$ cat src/common/core_pkg.sv
package core_pkg;

        ////////////////////////////////////////////////////////////
        // widths and defaults
        ////////////////////////////////////////////////////////////

        localparam int MEM_WORDS = 256;         // default data memory depth in words.

        typedef logic [31:0] word_t;
        typedef logic [4:0]  reg_addr_t;
        typedef logic [2:0]  funct3_t;
        typedef logic [6:0]  funct7_t;
        typedef logic [6:0]  opcode_t;

        ////////////////////////////////////////////////////////////
        // instruction layout and decode types
        ////////////////////////////////////////////////////////////

        typedef struct packed {
                funct7_t   funct7;
                reg_addr_t rs2;
                reg_addr_t rs1;
                funct3_t   funct3;
                reg_addr_t rd;
                opcode_t   opcode;
        } instr_t;

        typedef enum logic [2:0] {
                R_TYPE,
                I_TYPE,
                S_TYPE,
                B_TYPE,
                U_TYPE,
                J_TYPE
        } encoding_t;

        typedef enum logic [3:0] {
                ALU_ADD,
                ALU_SUB,
                ALU_SLL,
                ALU_SLT,
                ALU_SLTU,
                ALU_XOR,
                ALU_SRL,
                ALU_SRA,
                ALU_OR,
                ALU_AND
        } alu_op_t;

        typedef struct packed {
                encoding_t encoding;
                alu_op_t   alu_op;
                logic      alu_src;             // immediate to alu.
                logic      mem_read;
                logic      mem_write;
                logic      reg_write;
                logic      mem_to_reg;
                logic      is_branch;
                logic      branch_ne;           // taken on inequality.
                logic      is_lui;
        } control_t;

        typedef struct packed {
                logic      valid;
                word_t     pc;
                reg_addr_t rd;
                logic      we;
                word_t     data;
        } retire_t;

        ////////////////////////////////////////////////////////////
        // opcodes and function codes
        ////////////////////////////////////////////////////////////

        localparam opcode_t OP_LUI    = 7'b0110111;
        localparam opcode_t OP_IMM    = 7'b0010011;
        localparam opcode_t OP_OP     = 7'b0110011;
        localparam opcode_t OP_LOAD   = 7'b0000011;
        localparam opcode_t OP_STORE  = 7'b0100011;
        localparam opcode_t OP_BRANCH = 7'b1100011;
        localparam opcode_t OP_JAL    = 7'b1101111;

        localparam funct3_t F3_ADD  = 3'b000;
        localparam funct3_t F3_SLL  = 3'b001;
        localparam funct3_t F3_SLT  = 3'b010;
        localparam funct3_t F3_SLTU = 3'b011;
        localparam funct3_t F3_XOR  = 3'b100;
        localparam funct3_t F3_SR   = 3'b101;  // srl and sra.
        localparam funct3_t F3_OR   = 3'b110;
        localparam funct3_t F3_AND  = 3'b111;
        localparam funct3_t F3_LW   = 3'b010;
        localparam funct3_t F3_SW   = 3'b010;
        localparam funct3_t F3_BEQ  = 3'b000;
        localparam funct3_t F3_BNE  = 3'b001;

        localparam funct7_t F7_BASE = 7'b0000000;
        localparam funct7_t F7_ALT  = 7'b0100000;  // sub and sra.

endpackage
$ cat src/hw/regfile.sv
module regfile import core_pkg::*; (
        input  logic      clk,
        input  logic      rst,
        input  reg_addr_t rs1_addr,
        input  reg_addr_t rs2_addr,
        output word_t     rs1_data,
        output word_t     rs2_data,
        input  logic      we,
        input  reg_addr_t rd_addr,
        input  word_t     rd_data
);

        word_t regs [32];

        ////////////////////////////////////////////////////////////
        // write port
        ////////////////////////////////////////////////////////////

        always_ff @(posedge clk) begin
                if (rst) begin
                        for (int i = 0; i < 32; i++) begin
                                regs[i] <= '0;
                        end
                end else if (we && rd_addr != '0) begin  // x0 stays zero.
                        regs[rd_addr] <= rd_data;
                end
        end

        ////////////////////////////////////////////////////////////
        // read ports
        ////////////////////////////////////////////////////////////

        assign rs1_data = regs[rs1_addr];
        assign rs2_data = regs[rs2_addr];

endmodule

$ cat config.mk
export PLATFORM = sky130hd
export DESIGN_NAME = regfile
export DESIGN_NICKNAME = d
export VERILOG_FILES = /design/src/common/core_pkg.sv /design/src/hw/regfile.sv
export SDC_FILE = /design/constraint.sdc
export NUM_CORES = 2
export LEC_CHECK = 0
export ABC_AREA = 1
export ABC_CLOCK_PERIOD_IN_PS = 2550
export BUFFER_PORTS_ARGS = -buffer_cell sky130_fd_sc_hd__buf_2
export CAP_MARGIN = 20
export CORE_MARGIN = 10
export CORE_UTILIZATION = 29
export CTS_BUF_LIST = sky130_fd_sc_hd__clkbuf_8 sky130_fd_sc_hd__clkbuf_16
export CTS_CLUSTER_DIAMETER = 80
export CTS_CLUSTER_SIZE = 12
export DETAILED_ROUTE_END_ITERATION = 8
export PLACE_DENSITY = 0.49
export SKIP_LAST_GASP = 1
export SLEW_MARGIN = 20
export SYNTH_ARGS = -nofsm -noshare
export SYNTH_HDL_FRONTEND = slang
export SYNTH_SLANG_ARGS = --single-unit
$ cat constraint.sdc
create_clock -name clk -period 2.55 [get_ports clk]
set_input_delay 0.1275 -clock clk [delete_from_list [all_inputs] [get_ports clk]]
set_output_delay 0.1275 -clock clk [all_outputs]
set_load 0.005 [all_outputs]
[After elaboration in Yosys (flattened, before gate mapping)]
Memory sizes are Yosys's and may differ from the RTL's.
Index checks and enable logic that the tools add are counted.
Word-level totals
  bits in registers: 0
  bits in writable memories: 1024
  input bits: 50
  output and inout bits: 64
  word-level logic and storage cells: 12
  memories kept: 1
Memories
  regs: depth 32, bits a word 32, rd ports 2, clocked after Yosys merged registers in 0, write ports 32, line regfile.sv:13  | word_t regs [32];
Cells by class
  mux-type cells: 8
  reduce and logical (&&, ||, !) cells: 3
Operators with widths (number)
  $mux W32: 1
  $reduce_or A32 Y1: 1
  $mux W1: 6
  $mux W5: 1
  $reduce_bool A5 Y1: 1
  $logic_and A1 B1 Y1: 1

[Depth between registers and ports, before layout]
  word-level depth: 7
  mapped depth: 12
  gate-level depth less buffers: 9

[Least setup slack after synthesis]
OpenSTA, ideal clock, no wires.
  kind: input port to flip-flop
  start: input port rd_addr[4]
  end: memory regs[31][0] (netlist bit) (enable)
  arrival time: 1580 ps
  data required time: 2161 ps
  path slack: 581 ps
  stages on the path: 5
  path through: inv_1 -> nor3_1 -> nand2_1 -> buf_2 -> nand2_1
RTL lines
  start, declared: line regfile.sv:9  | input reg_addr_t rd_addr,
  end, declared: line regfile.sv:13

==> results.json <==
{
  "cts_buffer_depth": 3,
  "clock-root-buffer": "clkbuf_16",
  "initial_core_util_pct": 29.10,
  "rsz0062_at_grt": "false",
  "hold_viol_final": 0,
  "final_cell_mix": "2883 x nand2_1, 1537 x nand3_1, 1024 x edfxtp_1",
  "die_h_um": 461.9,
  "power.total_uw": 39130,
  "report.final.slew_viol_count": 0,
  "drt_wl_total_um": 225300,
  "switchingPower_uw": 11230,
  "grt_max_degree": 108,
  "period_needed_ns": 2.406,
  "clock.fmax_mhz": 415.7,
  "via_count": 51010,
  "clkPwrFrac_pct": 33.7,
  "cts_buffers": 95,
  "finalSetupViolations": 0,
  "timing.setup.tns_ns": 0,
  "swShare_pct": 28.69,
  "internal_power_uw": 27900,
  "p_per_area_nw_per_um2": 617.3,
  "grt_busiest_layer": "met2",
  "synth_cell_types": 16,
  "post_cts_buffers": 0,
  "postCtsResizedCells": 0,
  "grt_use_total_pct": 20.43,
  "portBuffers": 113,
  "cap_violations": 0,
  "drt-wirelength-per-cell_um": 23.40,
  "max_stage_delay_ns": 0.41,
  "drive_above_1_share_pct": 7.610,
  "hp-class": "in2reg",
  "synth.avg_cell_area_sq_um": 7.876,
  "fp-row-count": 162,
  "worstPathRequired_ns": 2.42,
  "ioPinCount": 114,
  "crit_type": "reg2out",
  "synth_seq_area_share_pct": 54.29,
  "worst_path_most_repeated_cell": "nand2_1",
  "coreArea_sq_um": 194600,
  "path_delay_family": "simple AND/OR/NAND/NOR gates",
  "drt_iter0_markers": 5754,
  "fin_crit_sh_pct": 94.34,
  "gr-total-overflow": 0,
  "clk_pin_slew_ns": 0.06,
  "syn_inst": 7191,
  "cp-start-kind": "flop",
  "cts_max_level": 3,
  "comb_power_share_pct": 15.4,
  "grt_pass1_vias": 49260,
  "cp_cell_sequence": "nand2_1 -> nand3_1 -> nand3_1 -> nand2_1 -> nand2_1 -> nand2_1 -> nand2_1 -> nand2_1 -> buf_2",
  "drtPass1Iterations": 9,
  "status": "finished, final reports clean",
  "vias_per_cell": 5.298,
  "antenna_found_initial": 5,
  "die_area_sq_um": 213400,
  "worstMarginPinSlew_ns": 0.7588,
  "globalRouteMet2Util_pct": 34.21,
  "critPathSlowestCell": "edfxtp_1",
  "clkSinkCount": 1024,
  "endpoint_kind": "output pin",
  "syn_area_sq_um": 56630,
  "grt_pass1_wl_um": 331400,
  "place.gp.congestion": 0.8687,
  "die_x_um": 461.9,
  "layout_commonest_cell": "nand2_1",
  "cts_hold_buf": 19,
  "route.detailed.drc": 0,
  "top_regs": "regs (1024)",
  "arrival_ns": 2.28,
  "slew_headroom_pct": 49.41,
  "p_leak_uw": 0.02641,
  "path_buf_inv": 1,
  "met3_usage_pct": 2.120,
  "peakVddDrop_uv": 541.4,
  "ant_nets": 0,
  "regMostFlops": "regs",
  "yosysWarnings": 0,
  "fin_nets": 7128,
  "worst-path-max-fanout": 2,
  "grt.met1_usage_pct": 26.38,
  "cts_tree": "yes",
  "syn_to_final_growth_pct": 11.92,
  "largest_reg_flops": 1024,
  "place_hpwl_um": 136900,
  "p_seq_share_pct": 50.9,
  "ys_ff_latch": 1024
}
## through the flow
step | instance area (sq um) | setup slack [ns] | cells | util (%) | hold slack, ns
floorplan | 56750 | 0.5809 | 7222 | - | 0.3665
global placement | 60690 | 0.05772 | 9504 | 31.19 | 0.7415
detailed placement | 60690 | 0.04029 | 9504 | 31.19 | 0.7514
CTS | 63380 | 0.1445 | 9625 | 32.57 | 0.001541
global route | 63380 | 0.09541 | 9628 | 32.57 | 0.04809
finish | 63380 | 0.1445 | 9628 | 32.57 | 0.03768
## kinds of logic after synthesis
kind of cell | after synthesis | share of synthesized area [%]
buf+inv | 683 | 5.930
flops | 1024 | 54.29
other cells | 1 | 0.006621
simple gates | 5483 | 39.77
## cells in the mapped netlist
| cell type | instances | share of area, % |
|---|---|---|
| conb_1 | 1 | 0.0066 |
| clkinv_1 | 1 | 0.0066 |
| inv_1 | 49 | 0.32 |
| inv_4 | 2 | 0.022 |
| inv_2 | 2 | 0.013 |
| buf_4 | 37 | 0.49 |
| nor2_1 | 993 | 6.6 |
| buf_2 | 340 | 3.0 |
| buf_6 | 30 | 0.60 |
| nor3_1 | 7 | 0.062 |
| edfxtp_1 | 1024 | 54 |
| nand3_1 | 1537 | 14 |
| nand4_1 | 4 | 0.044 |
| clkbuf_1 | 192 | 1.3 |
| nand2_1 | 2942 | 19 |
| buf_1 | 30 | 0.20 |
## power groups by stage
stage	sequential [uW]	clock (uW)	combinational, uW
after global routing	20000	14000	6530
final	19900	13200	6030
after detailed placement	20300	0	5940
after floorplan	20100	0	3470
after CTS	19900	13400	5980
after global placement	20200	0	5920
## layout make-up
| type | instances | area (sq um) |
|---|---|---|
| Tap cell | 2542 | 3181 |
| Clock inverter | 4 | 42.54 |
| Timing Repair Buffer | 388 | 3899 |
| Antenna cell | 3 | 7.507 |
| Sequential cell | 1024 | 30750 |
| Multi-Input combinational cell | 5515 | 22790 |
| Clock buffer | 98 | 2452 |
| Fill cell | 20170 | 131200 |
| Inverter | 54 | 262.8 |
## final timing paths
path         start           end  slack (ns)  cells past startpoint
min    rd_data[20]  regs[31][20]        0.04                      4
max   regs[27][21]  rs1_data[21]        0.14                      9
## layer usage
metal	vias to the layer above	share of wire [%]
li1	23300	-
met2	2552	47
met4	2	4.9
met1	24650	41
met5	-	0.0058
met3	506	7.0
Note: power is estimated with default switching activity, not from simulation.
