## src/common/core_pkg.sv

```systemverilog
package core_pkg;

        ////////////////////////////////////////////////////////////
        // widths and defaults
        ////////////////////////////////////////////////////////////

        localparam int MEM_WORDS = 256;         // default data memory depth in words.

        typedef logic [31:0] word_t;
        typedef logic [4:0]  reg_addr_t;
        typedef logic [2:0]  funct3_t;
        typedef logic [6:0]  funct7_t;
        typedef logic [6:0]  opcode_t;

        ////////////////////////////////////////////////////////////
        // instruction layout and decode types
        ////////////////////////////////////////////////////////////

        typedef struct packed {
                funct7_t   funct7;
                reg_addr_t rs2;
                reg_addr_t rs1;
                funct3_t   funct3;
                reg_addr_t rd;
                opcode_t   opcode;
        } instr_t;

        typedef enum logic [2:0] {
                R_TYPE,
                I_TYPE,
                S_TYPE,
                B_TYPE,
                U_TYPE,
                J_TYPE
        } encoding_t;

        typedef enum logic [3:0] {
                ALU_ADD,
                ALU_SUB,
                ALU_SLL,
                ALU_SLT,
                ALU_SLTU,
                ALU_XOR,
                ALU_SRL,
                ALU_SRA,
                ALU_OR,
                ALU_AND
        } alu_op_t;

        typedef struct packed {
                encoding_t encoding;
                alu_op_t   alu_op;
                logic      alu_src;             // immediate to alu.
                logic      mem_read;
                logic      mem_write;
                logic      reg_write;
                logic      mem_to_reg;
                logic      is_branch;
                logic      branch_ne;           // taken on inequality.
                logic      is_lui;
        } control_t;

        typedef struct packed {
                logic      valid;
                word_t     pc;
                reg_addr_t rd;
                logic      we;
                word_t     data;
        } retire_t;

        ////////////////////////////////////////////////////////////
        // opcodes and function codes
        ////////////////////////////////////////////////////////////

        localparam opcode_t OP_LUI    = 7'b0110111;
        localparam opcode_t OP_IMM    = 7'b0010011;
        localparam opcode_t OP_OP     = 7'b0110011;
        localparam opcode_t OP_LOAD   = 7'b0000011;
        localparam opcode_t OP_STORE  = 7'b0100011;
        localparam opcode_t OP_BRANCH = 7'b1100011;
        localparam opcode_t OP_JAL    = 7'b1101111;

        localparam funct3_t F3_ADD  = 3'b000;
        localparam funct3_t F3_SLL  = 3'b001;
        localparam funct3_t F3_SLT  = 3'b010;
        localparam funct3_t F3_SLTU = 3'b011;
        localparam funct3_t F3_XOR  = 3'b100;
        localparam funct3_t F3_SR   = 3'b101;  // srl and sra.
        localparam funct3_t F3_OR   = 3'b110;
        localparam funct3_t F3_AND  = 3'b111;
        localparam funct3_t F3_LW   = 3'b010;
        localparam funct3_t F3_SW   = 3'b010;
        localparam funct3_t F3_BEQ  = 3'b000;
        localparam funct3_t F3_BNE  = 3'b001;

        localparam funct7_t F7_BASE = 7'b0000000;
        localparam funct7_t F7_ALT  = 7'b0100000;  // sub and sra.

endpackage
```

## src/hw/decode/control.sv

```systemverilog
module control import core_pkg::*; (
        input  instr_t   instruction,
        output control_t control
);

        function automatic alu_op_t base_op(input funct3_t funct3);
                case (funct3)
                        F3_ADD:  return ALU_ADD;
                        F3_SLL:  return ALU_SLL;
                        F3_SLT:  return ALU_SLT;
                        F3_SLTU: return ALU_SLTU;
                        F3_XOR:  return ALU_XOR;
                        F3_SR:   return ALU_SRL;
                        F3_OR:   return ALU_OR;
                        F3_AND:  return ALU_AND;
                        default: return ALU_ADD;
                endcase
        endfunction

        always_comb begin : control_main_comb
                control = '0;

                case (instruction.opcode)
                        OP_OP:            control.encoding = R_TYPE;
                        OP_IMM, OP_LOAD:  control.encoding = I_TYPE;
                        OP_STORE:         control.encoding = S_TYPE;
                        OP_BRANCH:        control.encoding = B_TYPE;
                        OP_LUI:           control.encoding = U_TYPE;
                        OP_JAL:           control.encoding = J_TYPE;
                        default:          control.encoding = R_TYPE;  // nop.
                endcase

                case (instruction.opcode)
                        OP_LUI: begin
                                control.is_lui    = 1'b1;
                                control.reg_write = 1'b1;
                        end
                        OP_IMM: begin
                                control.alu_op    = base_op(instruction.funct3);
                                control.alu_src   = 1'b1;
                                control.reg_write = 1'b1;
                                if (instruction.funct3 == F3_SLL &&
                                    instruction.funct7 != F7_BASE) begin
                                        control.reg_write = 1'b0;
                                end
                                if (instruction.funct3 == F3_SR) begin
                                        if (instruction.funct7 == F7_ALT)
                                                control.alu_op = ALU_SRA;
                                        else if (instruction.funct7 != F7_BASE)
                                                control.reg_write = 1'b0;
                                end
                        end
                        OP_OP: begin
                                if (instruction.funct7 == F7_BASE) begin
                                        control.alu_op    = base_op(instruction.funct3);
                                        control.reg_write = 1'b1;
                                end else if (instruction.funct7 == F7_ALT) begin
                                        if (instruction.funct3 == F3_ADD) begin
                                                control.alu_op    = ALU_SUB;
                                                control.reg_write = 1'b1;
                                        end else if (instruction.funct3 == F3_SR) begin
                                                control.alu_op    = ALU_SRA;
                                                control.reg_write = 1'b1;
                                        end
                                end
                        end
                        OP_LOAD: begin
                                if (instruction.funct3 == F3_LW) begin
                                        control.alu_src    = 1'b1;   // base plus offset.
                                        control.mem_read   = 1'b1;
                                        control.mem_to_reg = 1'b1;
                                        control.reg_write  = 1'b1;
                                end
                        end
                        OP_STORE: begin
                                if (instruction.funct3 == F3_SW) begin
                                        control.alu_src   = 1'b1;
                                        control.mem_write = 1'b1;
                                end
                        end
                        OP_BRANCH: begin
                                if (instruction.funct3 == F3_BEQ) begin
                                        control.is_branch = 1'b1;
                                end else if (instruction.funct3 == F3_BNE) begin
                                        control.is_branch = 1'b1;
                                        control.branch_ne = 1'b1;
                                end
                        end
                        default: begin
                                // everything else retires as a nop
                        end
                endcase
        end

endmodule

```

## config.mk

```make
export PLATFORM = sky130hd
export DESIGN_NAME = control
export DESIGN_NICKNAME = d
export VERILOG_FILES = /design/src/common/core_pkg.sv /design/src/hw/decode/control.sv
export SDC_FILE = /design/constraint.sdc
export NUM_CORES = 1
export LEC_CHECK = 0
export ABC_AREA = 1
export BUFFER_PORTS_ARGS = -buffer_cell sky130_fd_sc_hd__clkbuf_2
export CORE_AREA = 2 2 39 41
export DETAILED_ROUTE_END_ITERATION = 8
export DIE_AREA = 0 0 41 43
export PLACE_DENSITY = 0.79
export SETUP_SLACK_MARGIN = 0.1
export SLEW_MARGIN = 20
export SYNTH_ARGS = -nofsm -noshare
export SYNTH_HDL_FRONTEND = slang
export SYNTH_SLANG_ARGS = --single-unit
```

## constraint.sdc

```tcl
create_clock -name vclk -period 2.11
set_input_delay 0.422 -clock vclk [all_inputs]
set_output_delay 0.422 -clock vclk [all_outputs]
set_load 0.01 [all_outputs]
```

# Word-level counts from Yosys, hierarchy flattened
# Memories as Yosys holds them, arrays and structs flattened.
# Cells that the tools add are included.
# classes
mul	0
div	0
bitwise_logic	0
add_sub_neg	0
muxes	27
magnitude_cmp	0
shifts	0
n_reduce_logical	5
eq_ne	11
# ops
op	n
7-bit by 6-bit equality test with 1-bit output, second input constant	4
4-bit 2-to-1 mux	5
3-bit case mux with 5 select lines	1
7-bit equality test, second input constant	2
1-bit 2-to-1 mux	14
4-bit case mux with 2 select lines	1
7-bit by 2-bit equality test with 1-bit output, second input constant	1
7-bit by 5-bit equality test with 1-bit output, second input constant	1
7-bit zero test	1
7-bit nonzero test	1
2-bit 2-to-1 mux	3
1-bit case mux with 4 select lines	1
3-bit by 1-bit equality test with 1-bit output, second input constant	1
3-bit by 2-bit equality test with 1-bit output, second input constant	1
3-bit equality test, second input constant	1
3-bit zero test	1
3-bit 2-to-1 mux	1
1-bit case mux with 3 select lines	1
2-bit OR reduction	1
1-bit logical AND	1
# word_totals
romBits	64
n_memories	2
ram_bits	0
input_bits	32
regBits	0
out_inout_bits	15
latch_bits	0
# memory_table
name	depth	width	rd	rd_ports_with_merged_regs	write_ports	line_no	rtl
(no name shown)	8	4	1	0	0	control.sv:7	case (funct3)
(no name shown)	8	4	1	0	0	control.sv:7	

# Longest topological paths before layout
# depth
depth_word	7
mapped_depth	8
depth_no_buf	8

# Least setup slack after synthesis
# OpenSTA, ideal clock, no wires.
# synth_timing
path_kind	input port to output port
startpoint	input instruction[12] (netlist name)
endpoint	output control[8] (netlist name)
path_stages	7
arrival_ps	1246
required_ps	1688
slack_ps	442
path_cell_list	inv_1 > ha_1 > nor2_1 > nor2_1 > nand3_1 > nand3_1 > a21oi_1
# synth_rtl
item	line_no	rtl
start: declaration	control.sv:2	input instr_t instruction,
end: declaration	control.sv:3	output control_t control

==> results.toml <==
[worst_setup_path]
maximum_fanout_encountered_on_the_critical_timing_path = 5
crit_top_cell = "nand2_1"
timing.critical_path.cells = "clkbuf_2 > inv_2 > ha_2 > nand2_1 > nand2_1 > nand3_1 > nand2_1 > nand3_1 > a21oi_1 > buf_2"
cp-start-kind = "input pin"
crit_arrival_ps = 1490
crit_slowest_cell = "ha_2"
type_of_the_setup_path_with_the_least_slack = "input pin to output port"
crit_path_max_incr_delay_ps = 190
worst_ep_required_time_ps = 1690
worst_setup_end_kind = "output port"

[drt]
vias_per_cell = 4.60
via_count = 617
drt_first_iter_violations = 4
drtPass1Iterations = 4
drt-total-wl_mm = 1.10
ant_nets = 0
routed_wire_length_per_instance_um = 8.24
drc = 0

[floorplan]
core_area_um2 = 1380
initial_utilization_pct = 33.5
die_y_um = 43
floorplan.die_area_um2 = 1760
width_of_the_die_um = 41
pin_count = 47
placementRows = 14

[cells_and_area]
final_core_utilization_pct = 48.3
seq_cell_count = 0
clock_buffers = 0
design.final.nets = 156
post_route_cells_drive_above_1_share_pct = 44.9
antennaDiodeCount = 0
area_growth_pct = 44.3
final_cell_area_excluding_filler_cells_um2 = 668
seq_cell_area_um2 = 0

[place]
finalWeightedCongestion = 0.840
placement.io_buffers = 32
setup_slack_at_placement_ps = 164
place_hpwl_mm = 1.01
dpl_cell_area_um2 = 636

[logic_synthesis]
ys_warn_count = 0
synth_cell_types = 22
yosysTopAreaCellShare_pct = 18.6
synth_area_leader_cell = "nand2_1"
syn_nets = 122
synthesis.instances = 86
syn-mean-instance-area_um2 = 5.38
synth.area.top_cells = "nand2_1 19%, inv_1 14%, ha_1 11%, nor2_1 8.9%, nand3_1 8.6%"
synth.yosys.seq_area_share_pct = 0
synth_area_um2 = 463

[sta]
rsz_0062_raised_after_global_routing = "yes"
fmax_ghz = 0.522
tightest_pin_transition_ps = 314
report.final.setup_viol = 0
period_minus_slack_ps = 1910
final_hold_viol_count = 0
setup-tns-final_ps = 0
final.setup.worst_slack_ps = 195
min_period_over_period_pct = 90.7
maxSlewViolCount = 0
slew_headroom_pct = 78.9

[job]
drv.max_cap_violation_count = 0

[power_and_ir_drop]
power.ir.vdd_worst_mv = 0.0551
p_leak_nw = 0.393
power-per-cell-area_nw_per_um2 = 107

[grt]
grt_pass1_wl_mm = 1.84
overflow = 0
pin_count_of_the_biggest_net_entering_global_routing = 6
initial_antenna_violation_count = 0
gr-usage-all-layers_pct = 13.7
via_count_of_the_first_global_routing_pass = 541

[worst_hold_path]
worst_hold_path_type = "input pin to output port"
timing.hold.worst_path_depth = 3

[outcome]
run_status = "finished clean"
-- through the flow --
step / hold WS (ps) / power, mW / std cells
3_5_place_dp: 1130 / 0.0653 / 133
6_report: 1130 / 0.0716 / 134
3_3_place_gp: 1130 / 0.0638 / 133
4_1_cts: 1140 / 0.0657 / 133
5_1_grt: 1160 / 0.0814 / 134
2_1_floorplan: 873 / 0.0354 / 86
-- layer usage --
metal | up-vias | global-route usage (%) | routed length [um]
met5 | - | 0 | 0
met4 | 0 | 0 | 0
met3 | 0 | 0 | 30
met2 | 10 | 25.0 | 588
met1 | 271 | 18.0 | 485
li1 | 336 | - | -
-- cell type report --
cell class                      instances  area [um2]
Inverter                               18        67.6
Multi-Input combinational cell         67         413
Tap cell                               16        20.0
Fill cell                             140         716
Timing Repair Buffer                   33         168
-- worst paths after layout --
kind | startpoint | to | slack (ps)
setup / recovery | instruction[13] | control[8] | 200
hold / removal | instruction[3] | control[0] | 1130
-- Yosys cell counts --
master and n:
nor3_2 1, nand3_1 8, nor2_4 2, nor2_1 11
nor4_2 1, nand2_1 23, a211oi_1 1, ha_1 4
nor3b_2 1, nand4_1 1, a21oi_1 2, nand2_2 3
o21ai_0 2, nor3_1 1, buf_4 1, inv_1 17
inv_2 1, nand3b_1 1, a21oi_2 1, nor2_2 2
nor4_4 1, o21ai_1 1
-- cells in the final DEF, fill, tap and decap left out, types with 3 or more instances in the layout --
cell type / count
nor2_1: 11
clkbuf_2: 29
inv_2: 3
nand3_1: 7
nand2_2: 5
buf_2: 3
nand2_1: 21
inv_1: 15
-- worst max-delay path: cells and delay by family --
| family | cells | cell delay [ps] |
|---|---|---|
| AO/OA/AOI/OAI | 1 | 140 |
| adder cells (fa/ha/maj) | 1 | 190 |
| buffers and inverters | 3 | 360 |
| AND/OR/NAND/NOR | 5 | 380 |
-- report_power, final --
part | switching, mW | internal [mW] | leakage (nW)
Combinational | 0.0425 | 0.0291 | 0.393
Clock | 0 | 0 | 0
Sequential | 0 | 0 | 0
-- repair_timing --
action,CTS,global route
buffers inserted,0,1
gates resized for setup,0,10
hold buffers,0,0
endpoints found under the setup margin,0,3
-- cell families after synthesis --
family	Yosys count	share of synthesized area, %
AOI/OAI and AO/OA	7	8.92
buffers and inverters	19	16.2
adders and majority gates	4	10.8
and+or+nand+nor	56	64.1
Power figures use the tool's default switching activity.
