File: src/common/core_pkg.sv
package core_pkg;

        ////////////////////////////////////////////////////////////
        // widths and defaults
        ////////////////////////////////////////////////////////////

        localparam int MEM_WORDS = 256;         // default data memory depth in words.

        typedef logic [31:0] word_t;
        typedef logic [4:0]  reg_addr_t;
        typedef logic [2:0]  funct3_t;
        typedef logic [6:0]  funct7_t;
        typedef logic [6:0]  opcode_t;

        ////////////////////////////////////////////////////////////
        // instruction layout and decode types
        ////////////////////////////////////////////////////////////

        typedef struct packed {
                funct7_t   funct7;
                reg_addr_t rs2;
                reg_addr_t rs1;
                funct3_t   funct3;
                reg_addr_t rd;
                opcode_t   opcode;
        } instr_t;

        typedef enum logic [2:0] {
                R_TYPE,
                I_TYPE,
                S_TYPE,
                B_TYPE,
                U_TYPE,
                J_TYPE
        } encoding_t;

        typedef enum logic [3:0] {
                ALU_ADD,
                ALU_SUB,
                ALU_SLL,
                ALU_SLT,
                ALU_SLTU,
                ALU_XOR,
                ALU_SRL,
                ALU_SRA,
                ALU_OR,
                ALU_AND
        } alu_op_t;

        typedef struct packed {
                encoding_t encoding;
                alu_op_t   alu_op;
                logic      alu_src;             // immediate to alu.
                logic      mem_read;
                logic      mem_write;
                logic      reg_write;
                logic      mem_to_reg;
                logic      is_branch;
                logic      branch_ne;           // taken on inequality.
                logic      is_lui;
        } control_t;

        typedef struct packed {
                logic      valid;
                word_t     pc;
                reg_addr_t rd;
                logic      we;
                word_t     data;
        } retire_t;

        ////////////////////////////////////////////////////////////
        // opcodes and function codes
        ////////////////////////////////////////////////////////////

        localparam opcode_t OP_LUI    = 7'b0110111;
        localparam opcode_t OP_IMM    = 7'b0010011;
        localparam opcode_t OP_OP     = 7'b0110011;
        localparam opcode_t OP_LOAD   = 7'b0000011;
        localparam opcode_t OP_STORE  = 7'b0100011;
        localparam opcode_t OP_BRANCH = 7'b1100011;
        localparam opcode_t OP_JAL    = 7'b1101111;

        localparam funct3_t F3_ADD  = 3'b000;
        localparam funct3_t F3_SLL  = 3'b001;
        localparam funct3_t F3_SLT  = 3'b010;
        localparam funct3_t F3_SLTU = 3'b011;
        localparam funct3_t F3_XOR  = 3'b100;
        localparam funct3_t F3_SR   = 3'b101;  // srl and sra.
        localparam funct3_t F3_OR   = 3'b110;
        localparam funct3_t F3_AND  = 3'b111;
        localparam funct3_t F3_LW   = 3'b010;
        localparam funct3_t F3_SW   = 3'b010;
        localparam funct3_t F3_BEQ  = 3'b000;
        localparam funct3_t F3_BNE  = 3'b001;

        localparam funct7_t F7_BASE = 7'b0000000;
        localparam funct7_t F7_ALT  = 7'b0100000;  // sub and sra.

endpackage
File: src/hw/alu.sv
module alu import core_pkg::*; (
        input  alu_op_t op,
        input  word_t   a,
        input  word_t   b,
        output word_t   result,
        output logic    equal
);

        logic [4:0] shamt;

        assign shamt = b[4:0];
        assign equal = (a == b);                // branch compare.

        always_comb begin
                case (op)
                        ALU_ADD:  result = a + b;
                        ALU_SUB:  result = a - b;
                        ALU_SLL:  result = a << shamt;
                        ALU_SLT: begin
                                result = {31'b0, $signed(a) < $signed(b)};
                        end
                        ALU_SLTU: begin
                                result = {31'b0, a < b};
                        end
                        ALU_XOR:  result = a ^ b;
                        ALU_SRL:  result = a >> shamt;
                        ALU_SRA: begin
                                result = word_t'($signed(a) >>> shamt);  // sign fill.
                        end
                        ALU_OR:   result = a | b;
                        ALU_AND:  result = a & b;
                        default:  result = '0;
                endcase
        end

endmodule

File: config.mk
export PLATFORM = sky130hd
export DESIGN_NAME = alu
export DESIGN_NICKNAME = d
export VERILOG_FILES = /design/src/common/core_pkg.sv /design/src/hw/alu.sv
export SDC_FILE = /design/constraint.sdc
export NUM_CORES = 1
export LEC_CHECK = 0
export BUFFER_PORTS_ARGS = -buffer_cell sky130_fd_sc_hd__buf_4
export CAP_MARGIN = 15
export CELL_PAD_IN_SITES_DETAIL_PLACEMENT = 0
export CELL_PAD_IN_SITES_GLOBAL_PLACEMENT = 1
export CORE_AREA = 2 2 135 137
export DETAILED_ROUTE_END_ITERATION = 8
export DIE_AREA = 0 0 137 139
export PLACE_DENSITY = 0.86
export SLEW_MARGIN = 20
export SYNTH_ARGS = -nofsm -noshare
export SYNTH_HDL_FRONTEND = slang
export SYNTH_SLANG_ARGS = --single-unit
File: constraint.sdc
create_clock -name vclk -period 9.5
set_input_delay 1.425 -clock vclk [all_inputs]
set_output_delay 1.425 -clock vclk [all_outputs]
set_load 0.05 [all_outputs]
Word-level counts from Yosys, hierarchy flattened
Cells that the tools add are included.

word-level totals
  register bits = 0
  bits of input ports = 68
  output and inout port bits = 33
  word-level logic and storage cells = 22

operators by class
  $add $sub $neg = 2
  $lt $le $gt $ge = 2
  equality and inequality tests = 10
  shift-type cells = 3
  mux-type cells = 1
  bitwise gates (word level) = 3
  reduce and logical (&&, ||, !) cells = 1

operators by type and width
  kind                                                                   number
  32-bit one-hot mux with 10 select lines                                1
  32-bit < comparator                                                    2
  32-bit adder                                                           1
  32-bit bitwise AND                                                     1
  32-bit equality test                                                   1
  32-bit OR                                                              1
  32-bit by 5-bit << shifter with 32-bit output                          1
  32-bit by 5-bit right shift with 32-bit output                         1
  32-bit by 5-bit >>> shifter with 32-bit output                         1
  32-bit subtractor                                                      1
  32-bit XOR                                                             1
  4-bit by 3-bit equality test with 1-bit output, second input constant  4
  4-bit by 2-bit equality test with 1-bit output, second input constant  2
  4-bit equality test, second input constant                             2
  4-bit by 1-bit equality test with 1-bit output, second input constant  1
  4-bit zero test                                                        1

Longest topological paths before layout
Gate-level depths: netlist of the first run.

  depth in word-level cells = 2
  mapped depth = 15
  gate-level depth less buffers = 13

Worst setup path after synthesis of the first run
OpenSTA, ideal clock, no wires.

  path type = input to output
  start point = in b[2]
  end point = out result[26]
  data arrival time = 5.525 ns
  data required time = 8.075 ns
  path slack = 2.550 ns
  cell stages on the path = 15
  path buffers = 4
  path through = clkbuf_1 inv_2 buf_1 clkbuf_1 ha_1 buf_2 nor2b_1 o311a_1 a2bb2oi_1 a41oi_1 o211a_2 o211ai_1 o2bb2ai_1 xnor2_1 o21ai_0

on the way
  word-level cells in the longest chain between the ends = 2
  elaborated cells on any way between the ends = 6
  classes of those cells = add/sub: 2; shift: 3; mux: 1

RTL lines
  item                                       RTL line   RTL
  from (decl)                                alu.sv:4   input word_t b,
  32-bit subtractor (tied with other cells)  alu.sv:17  ALU_SUB: result = a - b;
  32-bit one-hot mux with 10 select lines *  alu.sv:15  case (op)
  to (decl)                                  alu.sv:5   output word_t result,

Mark *: on every way between the ends. The rest lies on a longest branch, timed or not.

Worst setup path after layout of the first run
  start point = in b[2]
  end point = out result[31]

The elaborated chain is that of the path after synthesis.

==> results of run 1 <==
-- metal layers --
metal  routed length [µm]  vias to the layer above  GRT usage
met2                15800                      621      0.548
met5                    0                        -          0
met4                  829                        0     0.0667
met1                15400                     4763      0.551
met3                 3680                       69     0.0303
li1                     -                     4573          -
-- metrics by stage --
step	hold slack, ns	area [µm²]
after CTS	3.38	8990
after global routing	3.42	8990
after global placement	3.38	8990
after detailed placement	3.38	8990
after floorplan	3.31	8250
final	3.37	8990
-- worst paths after layout --
kind / startpoint / to / slack (ns) / cells past startpoint
min: op[3] / result[0] / 3.37 / 4
max: b[2] / result[31] / 2.72 / 14
-- cells in the mapped netlist, types with 17 or more instances --
master,number
ha_1,97
nand2_1,85
clkbuf_1,55
nor3_1,25
o21ai_0,94
xnor2_1,19
a21oi_1,125
a21o_1,17
o221ai_1,17
nor2_1,156
mux4_2,37
a211oi_1,25
inv_1,93
buf_2,21
or3_1,18
o211ai_1,22
mux2i_1,61
a221oi_1,17
nand3_1,21
-- worst max-delay path, stage by stage --
cell	delay, ns
buf_4	0.43
inv_2	0.04
buf_4	0.33
ha_1	0.56
nor3_1	0.11
o31ai_1	0.38
a31oi_2	0.19
o41ai_4	0.52
o2111ai_1	0.28
nand2_1	0.13
o22ai_2	0.10
nand4_1	0.10
or4b_1	0.46
buf_4	0.21
-- layout make-up --
| type | instances | area [µm²] |
|---|---|---|
| Fill cell | 1879 | 8670 |
| Timing Repair Buffer | 111 | 833 |
| Multi-Input combinational cell | 1032 | 7500 |
| Tap cell | 229 | 287 |
| Inverter | 98 | 368 |
-- cell families after synthesis --
| group | count (synthesis) |
|---|---|
| XOR/XNOR | 20 |
| AO/OA/AOI/OAI | 442 |
| buffers and inverters | 192 |
| multiplexers | 101 |
| AND/OR/NAND/NOR | 370 |
| adder cells (fa/ha/maj) | 99 |
-- power breakdown --
group | total (mW) | switching [mW] | internal, mW
Combinational | 0.619 | 0.404 | 0.214
Sequential | 0 | 0 | 0
Clock | 0 | 0 | 0
Total | 0.619 | 0.404 | 0.214
==> flow_summary.json, run 1 <==
{
  "min_path_type": "in2out",
  "fp.dieH_um": 139,
  "drt_pass1_iterations": 5,
  "required_ns": 8.08,
  "setup_ws_ns": 2.72,
  "setup_tns_ns": 0,
  "drt_iter0_markers": 1307,
  "yosys-top-cells-area": "ha_1 15%, mux4_2 10%, a21oi_1 7.6%",
  "die-width_um": 137,
  "dieArea_um2": 19000,
  "vias": 10000,
  "synth-simple-area-share": 0.206,
  "cts_resized": 0,
  "antenna_found_initial": 0,
  "irDropWorstVdd_mv": 0.0448,
  "port_buffers": 101,
  "maxSlewViolCount": 0,
  "rsz0062_at_grt": "no",
  "final_common_cell": "nor2_1",
  "stdcell_count": 1470,
  "boundaryPins": 101,
  "hold_buffers": 0,
  "core_area_um2": 17700,
  "leakagePower_nw": 3.95,
  "synthMuxAreaShare": 0.179,
  "hold_viol_final": 0,
  "grt_start_max_net_pins": 67,
  "syn-num-nets": 1391,
  "initial_core_util": 0.467,
  "ys_seq_area_frac": 0,
  "overflow": 0,
  "status": "completed",
  "final_cell_mix": "156 x nor2_1, 125 x a21oi_1, 111 x buf_4",
  "crit_fanout": 54,
  "synth_top_area_cell": "ha_1",
  "startpoint_type": "primary input",
  "max_freq_ghz": 0.148,
  "synth_top_family_by_area": "compound AO/OA/AOI/OAI gates",
  "drv_cap": 0,
  "grt_pass1_vias": 8950,
  "post-place-ws_ns": 2.81,
  "antenna_cells": 0,
  "arrival_ns": 5.35,
  "place_congestion": 0.999,
  "crit_type": "in2out",
  "setup_viol": 0,
  "grt_pass1_wl_um": 53600,
  "utilization": 0.509,
  "drcViolationCount": 0,
  "drive_gt1_frac": 0.135,
  "postSynthCellCount": 1224,
  "post_drt_wl_per_cell_um": 24.3,
  "tightest_slew_ns": 1.17,
  "power.total_uw": 619,
  "synthesis.area_um2": 8250,
  "post_cts_buffers": 0,
  "post-route-min-period_ns": 6.78,
  "synthXorXnorAreaFrac": 0.0212,
  "synth_warnings": 0,
  "areaGrowthSynthToFinish_pct": 8.93,
  "num_rows": 49,
  "ff_latch_area_um2": 0,
  "clkbuf_count": 0,
  "track_usage": 0.360,
  "via_per_inst": 6.82,
  "synth_compound_area_frac": 0.350,
  "synth_top_area_frac": 0.147,
  "syn_area_per_cell_um2": 6.74,
  "seq_cells": 0,
  "finalWirelength_um": 35700,
  "antenna_left": 0,
  "hpwlAfterDp_um": 27800,
  "synthDistinctLibCells": 79,
  "dp_cells": 1470,
  "synth-adder-area-share": 0.152,
  "crit_path_end_kind": "primary output",
  "slew_headroom": 0.217,
  "period_share": 0.713,
  "nets": 1410,
  "powerDensity_nw_per_um2": 68.8
}
(Power assumes the default switching activity.)
==> run 2, diff against run 1 <==
- CORE_AREA: 2 2 135 137 -> 2 2 139 141
- DIE_AREA: 0 0 137 139 -> 0 0 141 143
- PLACE_DENSITY: 0.86 -> 0.81
- clock period: 9.5 -> 6.42 ns (I/O delays scaled with it)
==> run 2 against run 1 <==
First-iteration DRC count decreased by 2.2%. Combinational power grew 49%. Count of clock-buffer cells in the layout unchanged. Setup slack lost 1.7 ns. Die area grew 5.9%. Power rose by 49%. Non-clock buffer count grew 9. Cell count grew 0.95%. Critical path depth shrank 1. Critical path type unchanged. Largest cell class unchanged. Largest power group unchanged.
==> flow_summary.json, run 2 (same netlist as run 1, synthesis figures left out) <==
{
  "min_path_type": "in2out",
  "drt_iter0_markers": 1278,
  "clkbuf_count": 0,
  "grt_pass1_wl_um": 55200,
  "pwr-share-comb": 1.000,
  "intPower_uw": 321,
  "boundaryPins": 101,
  "hpwlAfterDp_um": 28600,
  "n_fill_cell": 2009,
  "num_rows": 50,
  "drive_gt1_frac": 0.142,
  "fp.dieH_um": 143,
  "drv_cap": 0,
  "final_common_cell": "nor2_1",
  "die-width_um": 141,
  "final_design_area_no_fill_um2": 9080,
  "dieArea_um2": 20200,
  "seq_power_share": 0,
  "p_sw_frac": 0.653,
  "multi_input_area_um2": 7500,
  "leakagePower_nw": 4.00,
  "port_buffers": 101,
  "arrival_ns": 4.47,
  "whs_endpoint": "result[0]",
  "startpoint_type": "primary input",
  "min_path_cells": 4,
  "crit_path_end_kind": "primary output",
  "final_cell_mix": "156 x nor2_1, 125 x a21oi_1, 119 x buf_4",
  "irDropWorstVdd_mv": 0.0594,
  "nets": 1419,
  "slew_headroom": 0.323,
  "antenna_found_initial": 0,
  "overflow": 0,
  "maxSlewViolCount": 0,
  "tightest_slew_ns": 1.01,
  "setup_viol": 0,
  "grt_start_max_net_pins": 67,
  "required_ns": 5.46,
  "critPathMostFrequentCell": "buf_4",
  "rsz0062_at_grt": "no",
  "hold_buffers": 0,
  "antenna_cells": 0,
  "track_usage": 0.351,
  "antenna_left": 0,
  "crit_type": "in2out",
  "cp_cell_sequence": "buf_4, inv_2, ha_1, nor2b_1, o311a_1, a2bb2oi_1, a41oi_1, o211a_2, o21ai_1, a31oi_1, or3_1, a31o_1, buf_4",
  "via_per_inst": 6.74,
  "post_cts_buffers": 0,
  "max_freq_ghz": 0.184,
  "seq_cells": 0,
  "powerDensity_nw_per_um2": 102,
  "post_drt_wl_per_cell_um": 24.8,
  "critPathBufInv": 3,
  "period_share": 0.847,
  "post-route-min-period_ns": 5.44,
  "grt_pass1_vias": 8979,
  "crit_fanout": 54,
  "finalWirelength_um": 36800,
  "slowest_stage": "buf_4",
  "place_congestion": 1.01,
  "ff_latch_area_um2": 0,
  "critPathTopFamily": "compound AO/OA/AOI/OAI gates",
  "hp-start": "op[3]",
  "placed_area_um2": 9080,
  "core_area_um2": 18600,
  "drt_pass1_iterations": 5,
  "drcViolationCount": 0,
  "p_sw_uw": 604,
  "worst-path-stages": 13,
  "status": "completed",
  "crit_path_max_incr_delay_ns": 0.44,
  "initial_core_util": 0.444,
  "cts_resized": 0,
  "worst_hold_slack_ns": 2.49,
  "hold_viol_final": 0,
  "vias": 10000,
  "areaGrowthSynthToFinish_pct": 9.98,
  "setup_tns_ns": 0,
  "clock_power_share": 0
}
## run 2: per-stage QoR
stage          std cells   util  total power [mW]  setup slack (ns)
2_1_floorplan       1224      -             0.613             0.394
3_5_place_dp        1484  0.488             0.895              1.06
3_3_place_gp        1484  0.488             0.897              1.12
5_1_grt             1484  0.488             0.981             0.665
6_report            1484  0.488             0.925             0.983
4_1_cts             1484  0.488             0.900              1.03
## run 2: worst max path at each step
stage                     startpoint    endpoint
after CTS                       b[2]  result[31]
after detailed placement        b[2]  result[28]
after global routing            b[2]  result[24]
final                           b[2]  result[28]
after floorplan                 b[2]  result[26]
after global placement          b[2]  result[28]
## run 2: power groups by stage
stage | clock network (mW) | logic, mW | registers (mW)
6_report | 0 | 0.925 | 0
5_1_grt | 0 | 0.981 | 0
4_1_cts | 0 | 0.900 | 0
3_5_place_dp | 0 | 0.895 | 0
3_3_place_gp | 0 | 0.897 | 0
2_1_floorplan | 0 | 0.613 | 0
## run 2: per-layer routing
layer  GRT usage  vias to the layer above  routed length (µm)
li1            -                     4592                   -
met1       0.531                     4769               16100
met2       0.542                      597               16100
met3      0.0386                       49                3870
met4      0.0600                        0                 734
met5           0                        -                   0
## run 2: layout make-up
type,count,area share
inverter,98,0.0405
multi-input combinational,1032,0.827
tap,234,0.0323
timing repair buffer,120,0.101
