### src/common/core_pkg.sv
package core_pkg;

        ////////////////////////////////////////////////////////////
        // widths and defaults
        ////////////////////////////////////////////////////////////

        localparam int MEM_WORDS = 256;         // default data memory depth in words.

        typedef logic [31:0] word_t;
        typedef logic [4:0]  reg_addr_t;
        typedef logic [2:0]  funct3_t;
        typedef logic [6:0]  funct7_t;
        typedef logic [6:0]  opcode_t;

        ////////////////////////////////////////////////////////////
        // instruction layout and decode types
        ////////////////////////////////////////////////////////////

        typedef struct packed {
                funct7_t   funct7;
                reg_addr_t rs2;
                reg_addr_t rs1;
                funct3_t   funct3;
                reg_addr_t rd;
                opcode_t   opcode;
        } instr_t;

        typedef enum logic [2:0] {
                R_TYPE,
                I_TYPE,
                S_TYPE,
                B_TYPE,
                U_TYPE,
                J_TYPE
        } encoding_t;

        typedef enum logic [3:0] {
                ALU_ADD,
                ALU_SUB,
                ALU_SLL,
                ALU_SLT,
                ALU_SLTU,
                ALU_XOR,
                ALU_SRL,
                ALU_SRA,
                ALU_OR,
                ALU_AND
        } alu_op_t;

        typedef struct packed {
                encoding_t encoding;
                alu_op_t   alu_op;
                logic      alu_src;             // immediate to alu.
                logic      mem_read;
                logic      mem_write;
                logic      reg_write;
                logic      mem_to_reg;
                logic      is_branch;
                logic      branch_ne;           // taken on inequality.
                logic      is_lui;
        } control_t;

        typedef struct packed {
                logic      valid;
                word_t     pc;
                reg_addr_t rd;
                logic      we;
                word_t     data;
        } retire_t;

        ////////////////////////////////////////////////////////////
        // opcodes and function codes
        ////////////////////////////////////////////////////////////

        localparam opcode_t OP_LUI    = 7'b0110111;
        localparam opcode_t OP_IMM    = 7'b0010011;
        localparam opcode_t OP_OP     = 7'b0110011;
        localparam opcode_t OP_LOAD   = 7'b0000011;
        localparam opcode_t OP_STORE  = 7'b0100011;
        localparam opcode_t OP_BRANCH = 7'b1100011;
        localparam opcode_t OP_JAL    = 7'b1101111;

        localparam funct3_t F3_ADD  = 3'b000;
        localparam funct3_t F3_SLL  = 3'b001;
        localparam funct3_t F3_SLT  = 3'b010;
        localparam funct3_t F3_SLTU = 3'b011;
        localparam funct3_t F3_XOR  = 3'b100;
        localparam funct3_t F3_SR   = 3'b101;  // srl and sra.
        localparam funct3_t F3_OR   = 3'b110;
        localparam funct3_t F3_AND  = 3'b111;
        localparam funct3_t F3_LW   = 3'b010;
        localparam funct3_t F3_SW   = 3'b010;
        localparam funct3_t F3_BEQ  = 3'b000;
        localparam funct3_t F3_BNE  = 3'b001;

        localparam funct7_t F7_BASE = 7'b0000000;
        localparam funct7_t F7_ALT  = 7'b0100000;  // sub and sra.

endpackage
### src/hw/decode/imm_gen.sv
module imm_gen import core_pkg::*; (
        input  instr_t    instruction,
        input  encoding_t encoding,
        output word_t     imm
);

        word_t raw;

        assign raw = instruction;

        always_comb begin
                case (encoding)
                        I_TYPE: begin
                                imm = {{20{raw[31]}}, raw[31:20]};
                        end
                        S_TYPE: begin
                                imm = {{20{raw[31]}}, raw[31:25], raw[11:7]};
                        end
                        B_TYPE: begin
                                imm = {{19{raw[31]}}, raw[31], raw[7], raw[30:25],
                                       raw[11:8], 1'b0};        // even offsets only.
                        end
                        U_TYPE: begin
                                imm = {raw[31:12], 12'b0};
                        end
                        default: begin
                                imm = '0;                       // r-type has none.
                        end
                endcase
        end

endmodule

### config.mk
export PLATFORM = sky130hd
export DESIGN_NAME = imm_gen
export DESIGN_NICKNAME = d
export VERILOG_FILES = /design/src/common/core_pkg.sv /design/src/hw/decode/imm_gen.sv
export SDC_FILE = /design/constraint.sdc
export NUM_CORES = 1
export LEC_CHECK = 0
export BUFFER_PORTS_ARGS = -buffer_cell sky130_fd_sc_hd__buf_2
export CAP_MARGIN = 15
export CORE_MARGIN = 4
export CORE_UTILIZATION = 27
export DETAILED_ROUTE_END_ITERATION = 10
export GPL_ROUTABILITY_DRIVEN = 0
export PLACE_DENSITY = 0.9
export SLEW_MARGIN = 25
export SYNTH_ARGS = -nofsm -noshare
export SYNTH_HDL_FRONTEND = slang
export SYNTH_SLANG_ARGS = --single-unit
### constraint.sdc
create_clock -name vclk -period 1.2
set_clock_uncertainty 0.1 [all_clocks]
set_input_delay 0.24 -clock vclk [all_inputs]
set_output_delay 0.24 -clock vclk [all_outputs]
set_load 0.05 [all_outputs]
==> results of run 1 <==
per-stage QoR:
stage / utilization / TNS, ns
3_3_place_gp: 0.666 / -9.99
3_5_place_dp: 0.666 / -10.40
4_1_cts: 0.945 / -7.95
2_1_floorplan: - / -5.32
what timing repair did:
action	in CTS
setup buffers	1
setup endpoints to repair	32
gates resized for setup	99
pin swaps	8
gates cloned	3
cell usage after synthesis:
cell type      number  area [um2]
buf_4               1        7.51
nand2_1             4        15.0
buf_6               3        33.8
nor3b_2             1        12.5
buf_2               2        10.0
a22o_1             19         166
o21a_1              1        7.51
a211oi_1            1        7.51
buf_8               1        15.0
o21ba_1             1        10.0
a21oi_1             6        30.0
mux2i_1             1        10.0
and2_1              6        37.5
nand3b_1            6        45.0
dlygate4sd1_1       2        17.5
logic make-up after synthesis:
family                 count (synthesis)
multiplexers                           1
buffers and inverters                  9
AND/OR/NAND/NOR                       17
AO/OA/AOI/OAI                         28
==> flow_summary.json, run 1 <==
{
  "cts-hold-fix-buffers": 0,
  "dieWidth_um": 47.7,
  "synth_seq_area_share": 0,
  "fp-row-count": 14,
  "antenna_found_initial": 0,
  "tool_error_message": "[ERROR DPL-0033] detailed placement checks failed during check placement.",
  "synth_area_in_adders": 0,
  "synth.lib_cells_used.distinct": 15,
  "timing.repair.worst_endpoint_type": "top-level output",
  "start_util": 0.286,
  "post_synth_instance_area_um2": 425,
  "timing.grt.repair.worst_endpoint": "imm[13]",
  "synth_cells": 55,
  "io_buffers": 60,
  "synth_compound_area_frac": 0.521,
  "lastStage": "global routing (5_1_grt)",
  "dieHeight_um": 47.7,
  "synth-simple-area-share": 0.259,
  "combinational_family_with_the_most_area_after_synthesis": "compound AO/OA/AOI/OAI gates",
  "design.portCount": 67,
  "dp_hpwl_mm": 1.41,
  "synth_xor_area_frac": 0,
  "preCtsSetupSlack_ns": -0.365,
  "yosys-mux-area-fraction": 0.0235,
  "place_area_um2": 992,
  "ys_warn_count": 0,
  "dpl.cell_count": 131,
  "postSynthAreaPerCell_um2": 7.73,
  "synth_nets": 90,
  "outcome": "aborted with a tool error",
  "maximum_number_of_pins_on_one_net_before_global_route_repair": 21
}
==> run 2, diff against run 1 <==
Settings changed: CORE_AREA from default to 4 4 65 67, CORE_MARGIN 4 to default, CORE_UTILIZATION 27 to default, DIE_AREA from default to 0 0 69 71, PLACE_DENSITY 0.9 to default, PLACE_DENSITY_LB_ADDON from default to 0.15.
Clock period 1.2 ns to 1.55 ns, I/O delays scaled along.
==> run 2 against run 1 <==
Effect of this change:
- the flow now finishes, with violations (setup timing)
- synthesized cell count is the same
- area after synthesis stayed put
==> flow_summary.json, run 2 <==
{
  "outcome": "complete, but fails checks",
  "violations": "setup timing",
  "dieArea_um2": 4900,
  "pwrdens_nw_per_um2": 446,
  "synth_top_cell_area_share": 0.391,
  "layout.filler_cells": 390,
  "final_layout_size_suffix_gt1_frac": 0.901,
  "remaining_global_route_overflow": 0,
  "clkbuf_count": 0,
  "dr_total_vias": 706,
  "power_dissipated_by_switching_net_loads_uw": 313,
  "post-route-period-util": 1.05,
  "drt-pass1-iter-count": 4,
  "most_frequent_cells_in_the_layout": "buf_6, buf_2, a22o_2, buf_4, buf_8",
  "post_synth_instance_area_um2": 425,
  "synthTopCellsByCount": "a22o_1, a21oi_1, and2_1, nand3b_1, nand2_1",
  "antenna_found_initial": 0,
  "hold_depth": 3,
  "timing.critical_path.fanout_max": 22,
  "final_critical_path_setup_slack_ns": -0.0741,
  "netlist_top_cells_area": "a22o_1, nand3b_1, and2_1, buf_6, a21oi_1",
  "design.portCount": 67,
  "detail_route.wl_per_cell_um": 13.0,
  "cts-hold-fix-buffers": 0,
  "finish.utilization": 0.346,
  "fmaxAchievable_mhz": 616,
  "postSynthAreaPerCell_um2": 7.73,
  "fp-row-count": 22,
  "ys_warn_count": 0,
  "tightest_slew_ns": 0.152,
  "route.detailed.vias_per_inst": 4.18,
  "ant_nets": 0,
  "pwr-share-comb": 1.000,
  "final_max_slew_viol_count": 0,
  "finalHoldViolations": 0,
  "synth_cells": 55,
  "dieWidth_um": 69,
  "fin_hold_ws_ns": 0.853,
  "final-seq-area_um2": 0,
  "floorplan.core_area_um2": 3630,
  "synthDominantAreaCellType": "a22o_1",
  "grt_pass1_vias": 689,
  "synth_nets": 90,
  "hold_path.class": "in2out",
  "initialDrtViolationCount": 22,
  "cp-end-kind": "output port",
  "num-nets-final": 158,
  "dieHeight_um": 71,
  "io_buffers": 60,
  "commonest_non_fill_non_tap_cell_in_the_layout": "buf_6",
  "max_cap_violations": 0,
  "maximum_number_of_pins_on_one_net_before_global_route_repair": 23,
  "switching_share": 0.558,
  "post-layout-total-power_uw": 560,
  "drt_wl_total_mm": 2.19,
  "synth_seq_area_share": 0,
  "max-vdd-ir-drop_mv": 0.160,
  "worst-setup-path-type": "in2out",
  "p_int_uw": 247,
  "timing.critical_path.required_ns": 1.14,
  "num_antenna_cells": 0,
  "most_frequent_cell_after_synthesis": "a22o_1",
  "start_util": 0.117,
  "share_of_total_power_in_the_clock_network": 0,
  "reported_leakage_power_uw": 0.000592,
  "global_route.usage.total": 0.0755,
  "seq_cells": 0,
  "grt_first_pass_wirelength_mm": 3.24,
  "critPathLaunchType": "input port",
  "multi_input_area_um2": 462,
  "seq_power_share": 0,
  "final-setup-viol-count": 24,
  "synth.lib_cells_used.distinct": 15,
  "drcViolationCount": 0,
  "dp_hpwl_mm": 1.60,
  "slew-limit-headroom": 0.896,
  "finalCriticalPeriod_ns": 1.62,
  "worst-endpoint-arrival_ns": 1.21,
  "synthToLayoutAreaGrowth_pct": 195,
  "rsz0062_at_grt": "true"
}
==> run 2: timing repair <==
item / in CTS / in global routing
gates resized for setup: 64 / 18
cloned: 0 / 3
buffers inserted: 0 / 2
pin swaps: 1 / 4
setup endpoints to repair: 32 / 31
==> run 2: power groups by stage <==
stage          clock network, uW  logic [uW]  registers, uW
2_1_floorplan                  0         322              0
3_3_place_gp                   0         436              0
3_5_place_dp                   0         440              0
4_1_cts                        0         519              0
5_1_grt                        0         586              0
6_report                       0         560              0
==> run 2: worst max-delay path: stages <==
cell and delay, ns:
buf_8 0.11, o21ba_4 0.23, buf_12 0.15, a22o_2 0.27, buf_6 0.15
==> run 2: path summary, 6_finish.rpt <==
path | start | endpoint | slack, ns
worst min-delay path | instruction[15] | imm[15] | 0.85
worst max-delay path | encoding[1] | imm[18] | -0.07
==> run 2: cell families after synthesis <==
kind of cell / share of synthesized area
AOI/OAI and AO/OA: 0.521
muxes: 0.0235
and+or+nand+nor: 0.259
buffers and inverters: 0.197
==> run 2: final cells by class <==
type,count,area share
timing repair buffer,75,0.585
tap,48,0.0478
multi-input combinational,46,0.368
==> run 2: metal layers <==
| metal | track usage | up-vias | routed length [um] |
|---|---|---|---|
| li1 | - | 344 | - |
| met2 | 0.156 | 33 | 1160 |
| met4 | 0 | 0 | 0 |
| met5 | 0 | - | 0 |
| met3 | 0.0114 | 0 | 177 |
| met1 | 0.0852 | 329 | 857 |
==> run 2: per-stage QoR <==
stage / worst slack (ns) / setup TNS [ns] / instance area [um2] / instances
floorplan: -0.114 / -0.984 / 513 / 55
global placement: -0.142 / -3.42 / 898 / 164
detailed placement: -0.157 / -3.63 / 898 / 164
CTS: -0.0715 / -1.22 / 1100 / 164
global route: -0.0916 / -1.67 / 1260 / 169
finish: -0.0741 / -1.22 / 1260 / 169
Note: power is estimated with default switching activity, not from simulation.
==> run 3, diff against run 2 <==
Settings changed: ABC_AREA from default to 1.
==> run 3 against run 2 <==
Effect of this change:
- the run still ends with setup timing left
- critical endpoint is now imm[23]
- combinational power is 22% higher
- sequential share of layout area stayed put
- critical path type unchanged
- non-clock buffer count is 6 higher
- power is 22% higher
- utilization is 8.6 points higher
- wire length is 27% higher
- die area stayed put
==> flow_summary.json, run 3 <==
{
  "outcome": "complete, but fails checks",
  "violations": "setup timing",
  "synth_seq_area_share": 0,
  "worst-setup-path-type": "in2out",
  "fmaxAchievable_mhz": 633,
  "most_frequent_cells_in_the_layout": "buf_2, nand3_1, buf_8, inv_1, buf_6",
  "yosys-mux-area-fraction": 0,
  "worstSetupStartpoint": "encoding[2]",
  "critical_path.max_stage_delay_ns": 0.16,
  "seq_power_share": 0,
  "clkbuf_count": 0,
  "dieArea_um2": 4900,
  "grt_first_pass_wirelength_mm": 4.57,
  "dp_hpwl_mm": 2.01,
  "dpl.cell_count": 240,
  "final-setup-viol-count": 17,
  "global_route.usage.total": 0.108,
  "synth-simple-area-share": 0.628,
  "fin_cells": 245,
  "critical_path.cell_chain": "buf_6 > inv_8 > buf_6 > nand4_4 > buf_12 > nand2_1 > inv_1 > nand2_2 > buf_8",
  "final_layout_size_suffix_gt1_frac": 0.680,
  "drt-pass1-iter-count": 4,
  "dieWidth_um": 69,
  "tightest_slew_ns": 0.225,
  "io_buffers": 60,
  "synthDominantAreaCellType": "nand2_1",
  "final-seq-area_um2": 0,
  "dr_total_vias": 992,
  "synth_area_in_adders": 0,
  "synth_top_cell_area_share": 0.284,
  "synthTopCellsByCount": "nand2_1, inv_1, nand3_1",
  "hold_path_startpoint": "instruction[30]",
  "worst-endpoint-arrival_ns": 1.17,
  "max-vdd-ir-drop_mv": 0.137,
  "synth_cells": 124,
  "drcViolationCount": 0,
  "synth.lib_cells_used.distinct": 15,
  "pwrdens_nw_per_um2": 435,
  "maximum_number_of_pins_on_one_net_before_global_route_repair": 21,
  "final.setup.tns_ns": -0.189,
  "post-layout-total-power_uw": 682,
  "ant_nets": 0,
  "post-route-period-util": 1.02,
  "share_of_total_power_in_the_clock_network": 0,
  "timing.critical_path.fanout_max": 19,
  "floorplan.core_area_um2": 3630,
  "power_dissipated_by_switching_net_loads_uw": 404,
  "grt_pass1_vias": 989,
  "critical-path-top-delay-family": "buffers and inverters",
  "cp-end-kind": "output port",
  "num-nets-final": 234,
  "preCtsSetupSlack_ns": -0.270,
  "crit_buf_inv": 6,
  "critical-path-top-cell-by-count": "buf_6",
  "reported_leakage_power_uw": 0.000916,
  "seq_cells": 0,
  "slowest_stage": "buf_12",
  "ys_warn_count": 0,
  "max_cap_violations": 0,
  "hold_end": "imm[10]",
  "route.detailed.vias_per_inst": 4.05,
  "synth_compound_area_frac": 0.0676,
  "start_util": 0.153,
  "timing.critical_path.required_ns": 1.14,
  "hold_depth": 4,
  "critPathLaunchType": "input port",
  "synth_xor_area_frac": 0,
  "layout.filler_cells": 387,
  "pwr-share-comb": 1.000,
  "most_frequent_cell_after_synthesis": "nand2_1",
  "design.portCount": 67,
  "num_antenna_cells": 0,
  "dieHeight_um": 71,
  "initialDrtViolationCount": 45,
  "rsz0062_at_grt": "true",
  "detail_route.wl_per_cell_um": 11.4,
  "combinational_family_with_the_most_area_after_synthesis": "simple AND/OR/NAND/NOR gates",
  "netlist_top_cells_area": "nand2_1, nand3_1, inv_1, nor2_1, o21ai_0",
  "synth_nets": 159,
  "drt_wl_total_mm": 2.79,
  "postSynthAreaPerCell_um2": 4.48,
  "fp-row-count": 22,
  "post_synth_instance_area_um2": 556,
  "cts-hold-fix-buffers": 0,
  "p_int_uw": 279,
  "remaining_global_route_overflow": 0,
  "switching_share": 0.592,
  "finalHoldViolations": 0,
  "final_critical_path_setup_slack_ns": -0.0300,
  "synthToLayoutAreaGrowth_pct": 182,
  "hold_path.class": "in2out",
  "slew-limit-headroom": 0.850,
  "final_max_slew_viol_count": 0,
  "finalCriticalPeriod_ns": 1.58,
  "antenna_found_initial": 0,
  "finish.utilization": 0.431,
  "commonest_non_fill_non_tap_cell_in_the_layout": "buf_2"
}
run 3: cell types whose count changed in the layout (fill, tap and decap cells not counted), sizes merged, moves of 6 or more:
| cell | before | now |
|---|---|---|
| a21oi | 6 | 0 |
| o21ai | 0 | 6 |
| a22o | 19 | 0 |
| nand2 | 4 | 42 |
| and2 | 6 | 0 |
| nor2 | 0 | 7 |
| inv | 0 | 32 |
| nand3 | 0 | 24 |
run 3: logic make-up after synthesis:
logic type / Yosys count
AOI/OAI and AO/OA: 7
and+or+nand+nor: 77
buffers and inverters: 40
run 3: per-layer routing:
metal | up-vias | global-route usage | share of wire | routed length, um
met5 | - | 0 | 0 | 0
met4 | 0 | 0 | 0 | 0
met3 | 0 | 0.00994 | 0.036 | 101
met2 | 25 | 0.207 | 0.55 | 1540
met1 | 449 | 0.139 | 0.41 | 1150
li1 | 518 | - | - | -
run 3: tightest hold or removal path: stages:
cell and delay, ns:
buf_2 0.10, inv_1 0.05, nor2_2 0.04, buf_6 0.14
run 3: area by class of cell:
cell class / instances / area, um2 / area share
Inverter: 32 / 128 / 0.0814
Multi-Input combinational cell: 84 / 576 / 0.367
Tap cell: 48 / 60.1 / 0.0383
Timing Repair Buffer: 81 / 805 / 0.513
run 3: repair_timing:
item                       in CTS  in global routing
setup buffers                   2                  0
gates resized for setup        99                 26
cloned                          2                  1
pin swaps                       3                  0
setup endpoints to repair      32                 30
run 3: metrics by stage:
step	hold WS [ns]	cell area (um2)
after floorplan	0.691	689
after global placement	0.896	1120
after detailed placement	0.900	1120
after CTS	0.882	1480
after global routing	0.880	1570
final	0.860	1570
run 3: worst max path at each step:
stage,to,slack (ns),cells after the start
global placement,imm[21],-0.26,7
finish,imm[23],-0.03,9
CTS,imm[14],-0.02,9
global route,imm[18],-0.07,9
floorplan,imm[0],-0.20,3
detailed placement,imm[21],-0.27,7
run 3: power by group through the flow:
stage	logic (uW)	registers [uW]	clock network, uW
after floorplan	362	0	0
after global placement	502	0	0
after detailed placement	506	0	0
after CTS	660	0	0
after global routing	719	0	0
final	682	0	0
